[src/revo_consts.svh]
`ifndef REVO_CONSTS_SVH
`define REVO_CONSTS_SVH

// ------------------------------------------------------------
// Marker sampling
// ------------------------------------------------------------

// Samples of the revolution marker per clock127 cycle
`define REVO_OVERSAMPLE 4

// Activity window length in clock127 cycles
`define REVO_WINDOW_CYCLES 256

// ------------------------------------------------------------
// DDR bit pairs, {second half, first half}
// ------------------------------------------------------------
`define REVO_PAIR_IDLE 2'b00
`define REVO_PAIR_CLOCK 2'b01
// High half held across the whole cycle marks a trigger
`define REVO_PAIR_MARK 2'b11

`endif

[src/revo_pkg.sv]
`default_nettype none

`include "revo_consts.svh"

package revo_pkg;

	// One oversampled marker word, bit 3 is the earliest sample
	typedef logic [`REVO_OVERSAMPLE-1:0] revo_word_t;

	// Which of the four quarter-cycle clock phases is used
	typedef logic [1:0] phase_sel_t;

	// Phase finder progress
	typedef enum logic [1:0] {
		// No edge pattern recognised yet
		finder_hunting = 2'd0,
		// Pattern latched, one cycle before release
		finder_settling = 2'd1,
		// Downstream stages enabled
		finder_running = 2'd2
	} finder_state_t;

endpackage

`default_nettype wire

[src/revo_phase_if.sv]
`timescale 1ns/1ps
`default_nettype none

interface revo_phase_if;
	import revo_pkg::*;

	// Per-bit rising edges of the marker word
	revo_word_t pulse_word;
	// Chosen clock phase and its status
	phase_sel_t phase_sel;
	logic phase_locked;
	logic running;

	// Edge detector output side
	modport edger (
		output pulse_word
	);

	modport finder (
		input pulse_word,
		output phase_sel,
		output phase_locked,
		output running
	);

	modport shaper (
		input pulse_word,
		input running
	);

	modport monitor (
		input running
	);

endinterface

`default_nettype wire

[src/revo_activity_monitor.sv]
`timescale 1ns/1ps
`default_nettype none

`include "revo_consts.svh"

module revo_activity_monitor (
	input logic clock127,
	input logic pll_127_127_locked,
	revo_phase_if.monitor phase,
	input logic trg,
	output logic revo_active
);

	localparam int count_bits = $clog2(`REVO_WINDOW_CYCLES);
	localparam logic [count_bits-1:0] last_count = count_bits'(`REVO_WINDOW_CYCLES - 1);

	logic [count_bits-1:0] window_count;
	// Sticky within the current window
	logic trg_seen;
	logic window_end;

	assign window_end = (window_count == last_count);

	always_ff @(posedge clock127 or negedge pll_127_127_locked) begin
		if (!pll_127_127_locked) begin
			window_count <= '0;
			trg_seen <= 1'b0;
			revo_active <= 1'b0;
		end else begin
			if (window_end) begin
				window_count <= '0;
				// Result of the closing window, last cycle included
				revo_active <= trg_seen | (phase.running & trg);
				trg_seen <= 1'b0;
			end else begin
				window_count <= window_count + 1'b1;
				trg_seen <= trg_seen | (phase.running & trg);
			end
		end
	end

endmodule

`default_nettype wire

[src/revo_edge_detect.sv]
`timescale 1ns/1ps
`default_nettype none

module revo_edge_detect (
	input logic clock127,
	input logic pll_127_127_locked,
	input revo_pkg::revo_word_t revo_word,
	revo_phase_if.edger phase
);
	import revo_pkg::*;

	// Word seen on the previous edge
	revo_word_t prev_word;

	// A bit rose where it is set now and was clear one word earlier.
	// Each sample position is compared with itself, not with its neighbour
	always_ff @(posedge clock127 or negedge pll_127_127_locked) begin
		if (!pll_127_127_locked) begin
			prev_word <= '0;
			phase.pulse_word <= '0;
		end else begin
			prev_word <= revo_word;
			phase.pulse_word <= revo_word & ~prev_word;
		end
	end

endmodule

`default_nettype wire

[src/revo_phase_finder.sv]
`timescale 1ns/1ps
`default_nettype none

module revo_phase_finder (
	input logic clock127,
	input logic pll_127_127_locked,
	revo_phase_if.finder phase
);
	import revo_pkg::*;

	finder_state_t state;
	phase_sel_t sel;

	// ------------------------------------------------------------
	// State machine
	// ------------------------------------------------------------
	always_ff @(posedge clock127 or negedge pll_127_127_locked) begin
		if (!pll_127_127_locked) begin
			state <= finder_hunting;
			sel <= '0;
		end else begin
			case (state)
				finder_hunting: begin
					// First recognised pattern decides the phase
					case (phase.pulse_word)
						4'b1111: begin
							sel <= 2'd3;
							state <= finder_settling;
						end
						4'b1110: begin
							sel <= 2'd0;
							state <= finder_settling;
						end
						4'b1100: begin
							sel <= 2'd1;
							state <= finder_settling;
						end
						4'b1000: begin
							sel <= 2'd2;
							state <= finder_settling;
						end
						default: begin
							// Partial or odd patterns are skipped
							state <= finder_hunting;
						end
					endcase
				end
				finder_settling: begin
					state <= finder_running;
				end
				finder_running: begin
					// Select stays frozen until the next reset
					state <= finder_running;
				end
				default: begin
					state <= finder_hunting;
				end
			endcase
		end
	end

	// ------------------------------------------------------------
	// Status towards the other stages
	// ------------------------------------------------------------
	assign phase.phase_sel = sel;

	// Locked from the settling cycle on
	assign phase.phase_locked = (state != finder_hunting);

	// Release one cycle after lock
	assign phase.running = (state == finder_running);

endmodule

`default_nettype wire

[src/revo_top.sv]
`timescale 1ns/1ps
`default_nettype none

module revo_top (
	input logic clock127,
	input logic pll_127_127_locked,
	input revo_pkg::revo_word_t revo_word,
	output revo_pkg::phase_sel_t phase_sel,
	output logic phase_locked,
	output logic running,
	output logic trg,
	output logic [1:0] clock_pair,
	output logic [1:0] trg_pair,
	output logic revo_active
);

	revo_phase_if phase_bus ();

	// ------------------------------------------------------------
	// Marker path
	// ------------------------------------------------------------
	revo_edge_detect revo_edge_detect_i (
		.clock127(clock127),
		.pll_127_127_locked(pll_127_127_locked),
		.revo_word(revo_word),
		.phase(phase_bus.edger)
	);

	revo_phase_finder revo_phase_finder_i (
		.clock127(clock127),
		.pll_127_127_locked(pll_127_127_locked),
		.phase(phase_bus.finder)
	);

	revo_trigger_encoder revo_trigger_encoder_i (
		.clock127(clock127),
		.pll_127_127_locked(pll_127_127_locked),
		.phase(phase_bus.shaper),
		.trg(trg),
		.clock_pair(clock_pair),
		.trg_pair(trg_pair)
	);

	// Marker seen recently
	revo_activity_monitor revo_activity_monitor_i (
		.clock127(clock127),
		.pll_127_127_locked(pll_127_127_locked),
		.phase(phase_bus.monitor),
		.trg(trg),
		.revo_active(revo_active)
	);

	// Status straight from the bus
	assign phase_sel = phase_bus.phase_sel;
	assign phase_locked = phase_bus.phase_locked;
	assign running = phase_bus.running;

endmodule

`default_nettype wire

[src/revo_trigger_encoder.sv]
`timescale 1ns/1ps
`default_nettype none

`include "revo_consts.svh"

module revo_trigger_encoder (
	input logic clock127,
	input logic pll_127_127_locked,
	revo_phase_if.shaper phase,
	output logic trg,
	output logic [1:0] clock_pair,
	output logic [1:0] trg_pair
);

	// Marker level and its copy one cycle later
	logic marker;
	logic marker_d;
	// Set in the cycle after trg, drives the held-high pair
	logic mark_hold;

	// ------------------------------------------------------------
	// Marker level to one-cycle trigger
	// ------------------------------------------------------------
	always_ff @(posedge clock127 or negedge pll_127_127_locked) begin
		if (!pll_127_127_locked) begin
			marker <= 1'b0;
			marker_d <= 1'b0;
			trg <= 1'b0;
			mark_hold <= 1'b0;
		end else if (!phase.running) begin
			// Nothing passes before the phase is settled
			marker <= 1'b0;
			marker_d <= 1'b0;
			trg <= 1'b0;
			mark_hold <= 1'b0;
		end else begin
			marker <= |phase.pulse_word;
			marker_d <= marker;
			// Only the rising edge of the level counts,
			// so a burst of rising words gives one trigger
			trg <= marker & ~marker_d;
			mark_hold <= trg;
		end
	end

	// ------------------------------------------------------------
	// DDR bit pairs
	// ------------------------------------------------------------

	// Plain forwarded clock
	assign clock_pair = phase.running ? `REVO_PAIR_CLOCK : `REVO_PAIR_IDLE;

	// Clock with the trigger cycle stretched high
	always_comb begin
		if (!phase.running) begin
			trg_pair = `REVO_PAIR_IDLE;
		end else if (mark_hold) begin
			trg_pair = `REVO_PAIR_MARK;
		end else begin
			trg_pair = `REVO_PAIR_CLOCK;
		end
	end

endmodule

`default_nettype wire
[config.mk]
export PLATFORM = sky130hd
export DESIGN_NAME = revo_top
export DESIGN_NICKNAME = d
export VERILOG_FILES = /design/src/revo_pkg.sv /design/src/revo_phase_if.sv /design/src/revo_activity_monitor.sv /design/src/revo_edge_detect.sv /design/src/revo_phase_finder.sv /design/src/revo_top.sv /design/src/revo_trigger_encoder.sv
export VERILOG_INCLUDE_DIRS = /design/src
export SDC_FILE = /design/constraint.sdc
export NUM_CORES = 1
export LEC_CHECK = 0
export ABC_CLOCK_PERIOD_IN_PS = 1460
export BUFFER_PORTS_ARGS = -buffer_cell sky130_fd_sc_hd__buf_2
export CORE_MARGIN = 1.5
export CORE_UTILIZATION = 35
export DETAILED_ROUTE_END_ITERATION = 10
export HOLD_SLACK_MARGIN = 0.15
export PLACE_DENSITY = 0.61
export SETUP_SLACK_MARGIN = 0.5
export SYNTH_ARGS = -nofsm -noshare
export SYNTH_HDL_FRONTEND = slang
export SYNTH_SLANG_ARGS = --single-unit
[constraint.sdc]
create_clock -name clock127 -period 1.46 [get_ports clock127]
set_input_delay 0.292 -clock clock127 [delete_from_list [all_inputs] [get_ports clock127]]
set_output_delay 0.292 -clock clock127 [all_outputs]
set_load 0.005 [all_outputs]
==> flow_summary.toml, run 1 <==
[worst_setup_path]
reg2reg_depth = 4
cp-endpoint = "trg_pair[1]"
critPathRequiredTime_ns = 1.17
setup.worst_path.start = "revo_phase_finder_i.state[0]"
path_cells = "inv_2 -> ha_4 -> and2_4 -> buf_6"
arrival_ns = 1.20
cp_slowest_cell = "dfrtp_1"
rrSetupSlack_ns = 0.16
endpoint_kind = "output port"
cp_max_fo = 5
startpoint_type = "register"
path_class = "reg2out"
timing.rr.end = "revo_activity_monitor_i.window_count[6]"
timing.rr.start = "revo_activity_monitor_i.window_count[1]"
slowest_delay_ns = 0.41

[drt]
drt-pass1-iter-count = 4
ant_nets = 0
drt-vias-per-instance = 4.93
wl_microns = 2030
drt_drc_violations_left = 0
drt_iter0_drc = 14
wl_per_cell_microns = 13.2
num_vias = 759

[synth]
synth_xor_area_share_pct = 3.40
synth_compound_area_share_pct = 7.53
syn_nets = 96
synth_cells = 86
synth_area_leaders = "dfrtp_1 63%, ha_1 4.9%, nor2b_1 3.0%, nor2_1 2.6%, buf_4 2.2%"
ys_seq_area_share_pct = 63.2
synthMuxAreaShare_pct = 0
synth_commonest_cells = "26 x dfrtp_1, 7 x nor2_1, 5 x inv_1, 5 x nor2b_1"
syn_area_per_cell_sq_um = 12.0
synth_top_area_share_pct = 63.2
synthFlopType = "dfrtp_1"
synth_warnings = 0
yosysTopAreaCell = "dfrtp_1"
synth_top_family_by_area = "simple AND/OR/NAND/NOR gates"
async_flop_share_pct = 100
yosys_register_bits = 26
synthAdderAreaFrac_pct = 4.86
ys_types = 24
synth_most_common_cell = "dfrtp_1"
yosys.area_share.simple_pct = 16.6
synth-edff-count = 0
synth_area_sq_mm = 0.00103

[clocking]
path_clk_slew_ns = 0.14
cts-htree-levels = 1
root_buffer = "clkbuf_4"
clk_latency_ns = 0.31
cts.sinks = 26
cts_made_buffers = 3
cts_buffer_depth = 2
cts_tree = "yes"

[finish]
layout-drive-gt1-share_pct = 53.7
stdcell_count = 154
num-nets-final = 134
diodes = 0
area_growth_pct = 51.2

[global_routing]
track_usage_pct = 13.1
grt_overflow = 0
grt_pass1_wl_microns = 3310
antenna_found_initial = 0
grt_pass1_vias = 791
grt_max_degree = 27

[timing]
final_hold_viol_count = 0
setup_viol = 1
fin_tns_setup_ns = -0.0292
rsz0062_at_grt = "yes"
slew_viol_final = 0
fmax_mhz = 671
skew_ns = 0.00239
post-route-period-util_pct = 102
min_period_ns = 1.49
setup_slack_ns = -0.0292

[die]
chipHeight_microns = 57.2
dieArea_sq_mm = 0.00328
num_io_pins = 16
placementRows = 19
start_util_pct = 37.0
fp.dieW_microns = 57.2
coreArea_sq_mm = 0.00278

[min_path]
min_path_type = "reg2reg"

[power_and_ir_drop]
power.density_mw_per_mm2 = 1270
p_leak_nw = 0.685
ir_worst_vdd_mv = 0.827
power_mw = 1.97

[placed_design]
finalWeightedCongestion = 0.722
io_buffers = 14
hpwl_microns = 1130
placed_cells = 128
post-place-ws_ns = 0.184

[run]
drv_cap = 0

[run_status]
outcome = "finished, violations left"
violations = "setup timing"
cell type report:
| cell class | instances | area, sq um |
|---|---|---|
| Fill cell | 228 | 1220 |
| Timing Repair Buffer | 36 | 289 |
| Sequential cell | 26 | 654 |
| Clock buffer | 3 | 22.5 |
| Inverter | 5 | 18.8 |
| Multi-Input combinational cell | 52 | 503 |
| Tap cell | 31 | 38.8 |
| Clock inverter | 1 | 30.0 |
layer usage:
metal  share of wire, %  global-route usage, %  vias to the layer above
li1                   -                      -                      361
met4                1.8                   6.31                        0
met2                 52                   21.7                       17
met3                2.5                   2.95                        4
met1                 44                   16.2                      377
met5                  0                      0                        -
power breakdown:
group	switching (mW)	total (mW)	internal (mW)
Sequential	0.0671	0.889	0.822
Combinational	0.238	0.600	0.362
Clock	0.204	0.481	0.277
worst min-delay path by stage:
| stage | start | to | slack [ns] | cells after the start |
|---|---|---|---|---|
| 6_report | revo_edge_detect_i.prev_word[0] | revo_edge_detect_i.phase.pulse_word[0] | 0.40 | 1 |
| 5_1_grt | revo_edge_detect_i.prev_word[1] | revo_edge_detect_i.phase.pulse_word[1] | 0.42 | 1 |
| 4_1_cts | revo_edge_detect_i.prev_word[3] | revo_edge_detect_i.phase.pulse_word[3] | 0.40 | 1 |
| 2_1_floorplan | pll_127_127_locked | revo_activity_monitor_i.revo_active | -0.004 | 0 |
| 3_5_place_dp | pll_127_127_locked | revo_activity_monitor_i.window_count[5] | 0.32 | 1 |
| 3_3_place_gp | pll_127_127_locked | revo_activity_monitor_i.window_count[5] | 0.32 | 1 |
logic make-up after synthesis:
family / count (synthesis)
AO/OA/AOI/OAI: 12
AND/OR/NAND/NOR: 31
flip-flops: 26
XOR/XNOR: 4
buffers and inverters: 8
adder cells (fa/ha/maj): 4
other: 1
sequential cells by signal, indices dropped and copies added, names as in the netlist:
register / cells
revo_trigger_encoder_i.mark_hold: 1
revo_trigger_encoder_i.marker_d: 1
revo_activity_monitor_i.trg_seen: 1
revo_edge_detect_i.phase.pulse_word: 4
revo_activity_monitor_i.window_count: 8
revo_activity_monitor_i.revo_active: 1
revo_phase_finder_i.phase.phase_sel: 2
revo_trigger_encoder_i.marker: 1
revo_trigger_encoder_i.trg: 1
revo_edge_detect_i.prev_word: 4
revo_phase_finder_i.state: 2
what timing repair did:
item / CTS / global route
pin swaps: 6 / 6
hold buffers: 5 / 0
resized for setup: 29 / 10
setup endpoints to repair: 22 / 51
hold endpoints to repair: 30 / 0
buffers inserted: 12 / 5
through the flow:
| stage | hold WS, ns | utilization [%] | cell area [sq um] |
|---|---|---|---|
| after global placement | 0.317 | 41.7 | 1160 |
| after CTS | 0.404 | 53.1 | 1480 |
| after floorplan | -0.00359 | - | 1080 |
| after detailed placement | 0.317 | 41.7 | 1160 |
| final | 0.403 | 56.0 | 1560 |
| after global routing | 0.419 | 56.0 | 1560 |
layout by cell type, fill, tap and decap left out, types with 4 or more instances in the layout:
master	synthesis	layout
dfrtp_1	26	23
buf_2	0	11
buf_6	0	9
buf_4	3	10
nor2b_1	5	5
clkbuf_4	0	4
dlygate4sd3_1	0	5
worst max-delay path, delay by kind of cell, from the launching register on:
| kind | cells | cell delay [ns] |
|---|---|---|
| DFF | 1 | 0.41 |
| buffers and inverters | 2 | 0.18 |
| adders and majority gates | 1 | 0.15 |
| and+or+nand+nor | 1 | 0.13 |
(Power assumes the default switching activity.)
==> run 2: changes to the inputs <==
PLACE_DENSITY = 0.6   (was 0.61)
SYNTH_HIERARCHICAL = 1   (was default)
==> run 2 against run 1 <==
Non-clock buffer count is 1 lower. Die area up 6.2%. Register-to-register slack improved by 0.02 ns. Largest power group unchanged. The run still ends with setup timing left. Clock-buffer cell count is the same. Synthesized cell count grew 1.2%. Via count grew 0.40%. Sequential cell count did not move. Maximum frequency is 1.2% lower. Combinational power down 6.5%. Critical path type unchanged.
==> flow_summary.toml, run 2 <==
[run_status]
violations = "setup timing"
outcome = "finished, violations left"

[global_routing]
grt_pass1_vias = 702
track_usage_pct = 12.9
grt_overflow = 0
grt_max_degree = 27
grt_pass1_wl_microns = 3310
antenna_found_initial = 0

[placed_design]
io_buffers = 14
post-place-ws_ns = 0.268
finalWeightedCongestion = 0.803
hpwl_microns = 1200

[timing]
setup_viol = 1
min_period_ns = 1.51
holdWs_ns = 0.422
slew_viol_final = 0
final_hold_viol_count = 0
fmax_mhz = 664
skew_ns = 0.0123
rsz0062_at_grt = "yes"
post-route-period-util_pct = 103
setup_slack_ns = -0.0471

[drt]
wl_microns = 2040
wl_per_cell_microns = 13.1
drt_iter0_drc = 15
drt-pass1-iter-count = 3
drt_drc_violations_left = 0
drt-vias-per-instance = 4.88
num_vias = 762
ant_nets = 0

[die]
placementRows = 20
chipHeight_microns = 59.0
start_util_pct = 36.5
dieArea_sq_mm = 0.00348
coreArea_sq_mm = 0.00300
num_io_pins = 16
fp.dieW_microns = 59.0

[worst_setup_path]
cp_max_fo = 5
setup.worst_path.start = "revo_phase_finder_i/state[0]"
timing.rr.start = "revo_phase_finder_i/state[1]"
slowest_delay_ns = 0.42
critPathRequiredTime_ns = 1.17
arrival_ns = 1.22
path_cells = "inv_2 -> ha_4 -> and2_4 -> buf_6"
cp_slowest_cell = "dfrtp_1"
path_class = "reg2out"
startpoint_type = "register"
endpoint_kind = "output port"

[synth]
synthFlopType = "dfrtp_1"
syn_nets = 97
yosys_register_bits = 26
ys_seq_area_share_pct = 59.3
synth-edff-count = 0
yosysTopAreaCell = "dfrtp_1"
synth_commonest_cells = "26 x dfrtp_1, 5 x nand2_1"
syn_area_per_cell_sq_um = 12.6
synth_most_common_cell = "dfrtp_1"
synth_area_sq_mm = 0.00110
synth_area_leaders = "dfrtp_1 59%, nor2b_4 5.0%, ha_1 4.6%, buf_4 2.1%, nand3_1 1.8%"
synth_cells = 87
synth_top_area_share_pct = 59.3
synth_warnings = 6
async_flop_share_pct = 100
ys_types = 33

[finish]
regMostFlops = "revo_activity_monitor_i/window_count"
fillers = 257
layout-drive-gt1-share_pct = 52.0
utilization_pct = 53.1
layout_common_cells = "26 x dfrtp_1, 11 x buf_2, 10 x buf_6"
largest_register_ffs = 8
num-nets-final = 134
reg_top3 = "revo_activity_monitor_i/window_count (8), revo_edge_detect_i/phase.pulse_word (4), revo_edge_detect_i/prev_word (4)"
diodes = 0
final_common_cell = "dfrtp_1"
seq_area_sq_um = 651
multiInputGateArea_sq_um = 549
area_growth_pct = 45.3

[clocking]
cts.sinks = 26
cts_tree = "yes"
cts_made_buffers = 3
path_clk_slew_ns = 0.15
cts_buffer_depth = 2
clk_latency_ns = 0.32
root_buffer = "clkbuf_4"
cts-htree-levels = 1

[power_and_ir_drop]
ir_worst_vdd_mv = 0.550
power.density_mw_per_mm2 = 1220
p_leak_nw = 0.732
power_mw = 1.94

[min_path]
min_path_type = "in2async"

[run]
drv_cap = 0
## run 2: cell count changes after synthesis, sizes merged, moves of 2 or more
cell	change
o211ai	+2
or3	-3
nand2b	-3
a41oi	-2
nor2	-4
nand2	+2
## run 2: area by class of cell
cell class              count  area share, %
clock buffers               3           1.41
clock inverters             1           1.88
inverters                   4          0.942
multi-input cells          54           34.5
flip-flops and latches     26           40.8
well taps                  33           2.59
repair buffers             35           17.9
## run 2: cell families after synthesis
kind of cell	synth area share, %
compound gates	9.58
xor+xnor	2.39
fa+ha+maj	4.56
buf+inv	3.42
flops	59.3
mux	1.03
other cells	0.342
simple gates	19.4
## run 2: per-stage QoR
step / TNS [ns] / std cells / instance area, sq um
2_1_floorplan: 0 / 87 / 1150
5_1_grt: -0.136 / 156 / 1590
3_5_place_dp: 0 / 132 / 1240
3_3_place_gp: 0 / 132 / 1240
4_1_cts: -0.0809 / 152 / 1470
6_report: -0.0471 / 156 / 1590
## run 2: path summary, 6_finish.rpt
path                                                                end  slack [ns]  depth (start not counted)
worst max register to register   revo_phase_finder_i/phase.phase_sel[0]        0.18                          6
min in group clock127            revo_edge_detect_i/phase.pulse_word[0]        0.45                          1
max in group asynchronous       revo_activity_monitor_i/window_count[3]        0.77                          2
worst min register to register   revo_edge_detect_i/phase.pulse_word[0]        0.45                          1
worst max-delay path                                        trg_pair[1]       -0.05                          4
worst min-delay path                       revo_phase_finder_i/state[1]        0.42                          2
## run 2: power by group
part	internal (mW)	switching, mW	leakage, nW
clock network	0.277	0.209	0.0279
registers	0.824	0.0697	0.320
logic	0.322	0.239	0.384
total	1.42	0.518	0.732
## run 2: worst max-delay path, delay by kind of cell, from the launching register on
family	cells	cell delay, ns
adder cells (fa/ha/maj)	1	0.16
buffers and inverters	2	0.18
flip-flops	1	0.42
AND/OR/NAND/NOR	1	0.13
## run 2: layer usage
| metal | GRT usage [%] | share of wire [%] | vias up |
|---|---|---|---|
| met5 | 0 | 0 | - |
| met4 | 6.82 | 0.93 | 0 |
| met3 | 1.97 | 2.8 | 2 |
| met2 | 19.4 | 50 | 13 |
| met1 | 18.1 | 46 | 378 |
| li1 | - | - | 369 |
## run 2: what timing repair did
item                                   CTS  global route
hold buffers                             5             0
setup buffers                           11             4
setup endpoints to repair               21            48
pin swaps                                8            11
endpoints found under the hold margin   30             0
gates resized for setup                 12            19
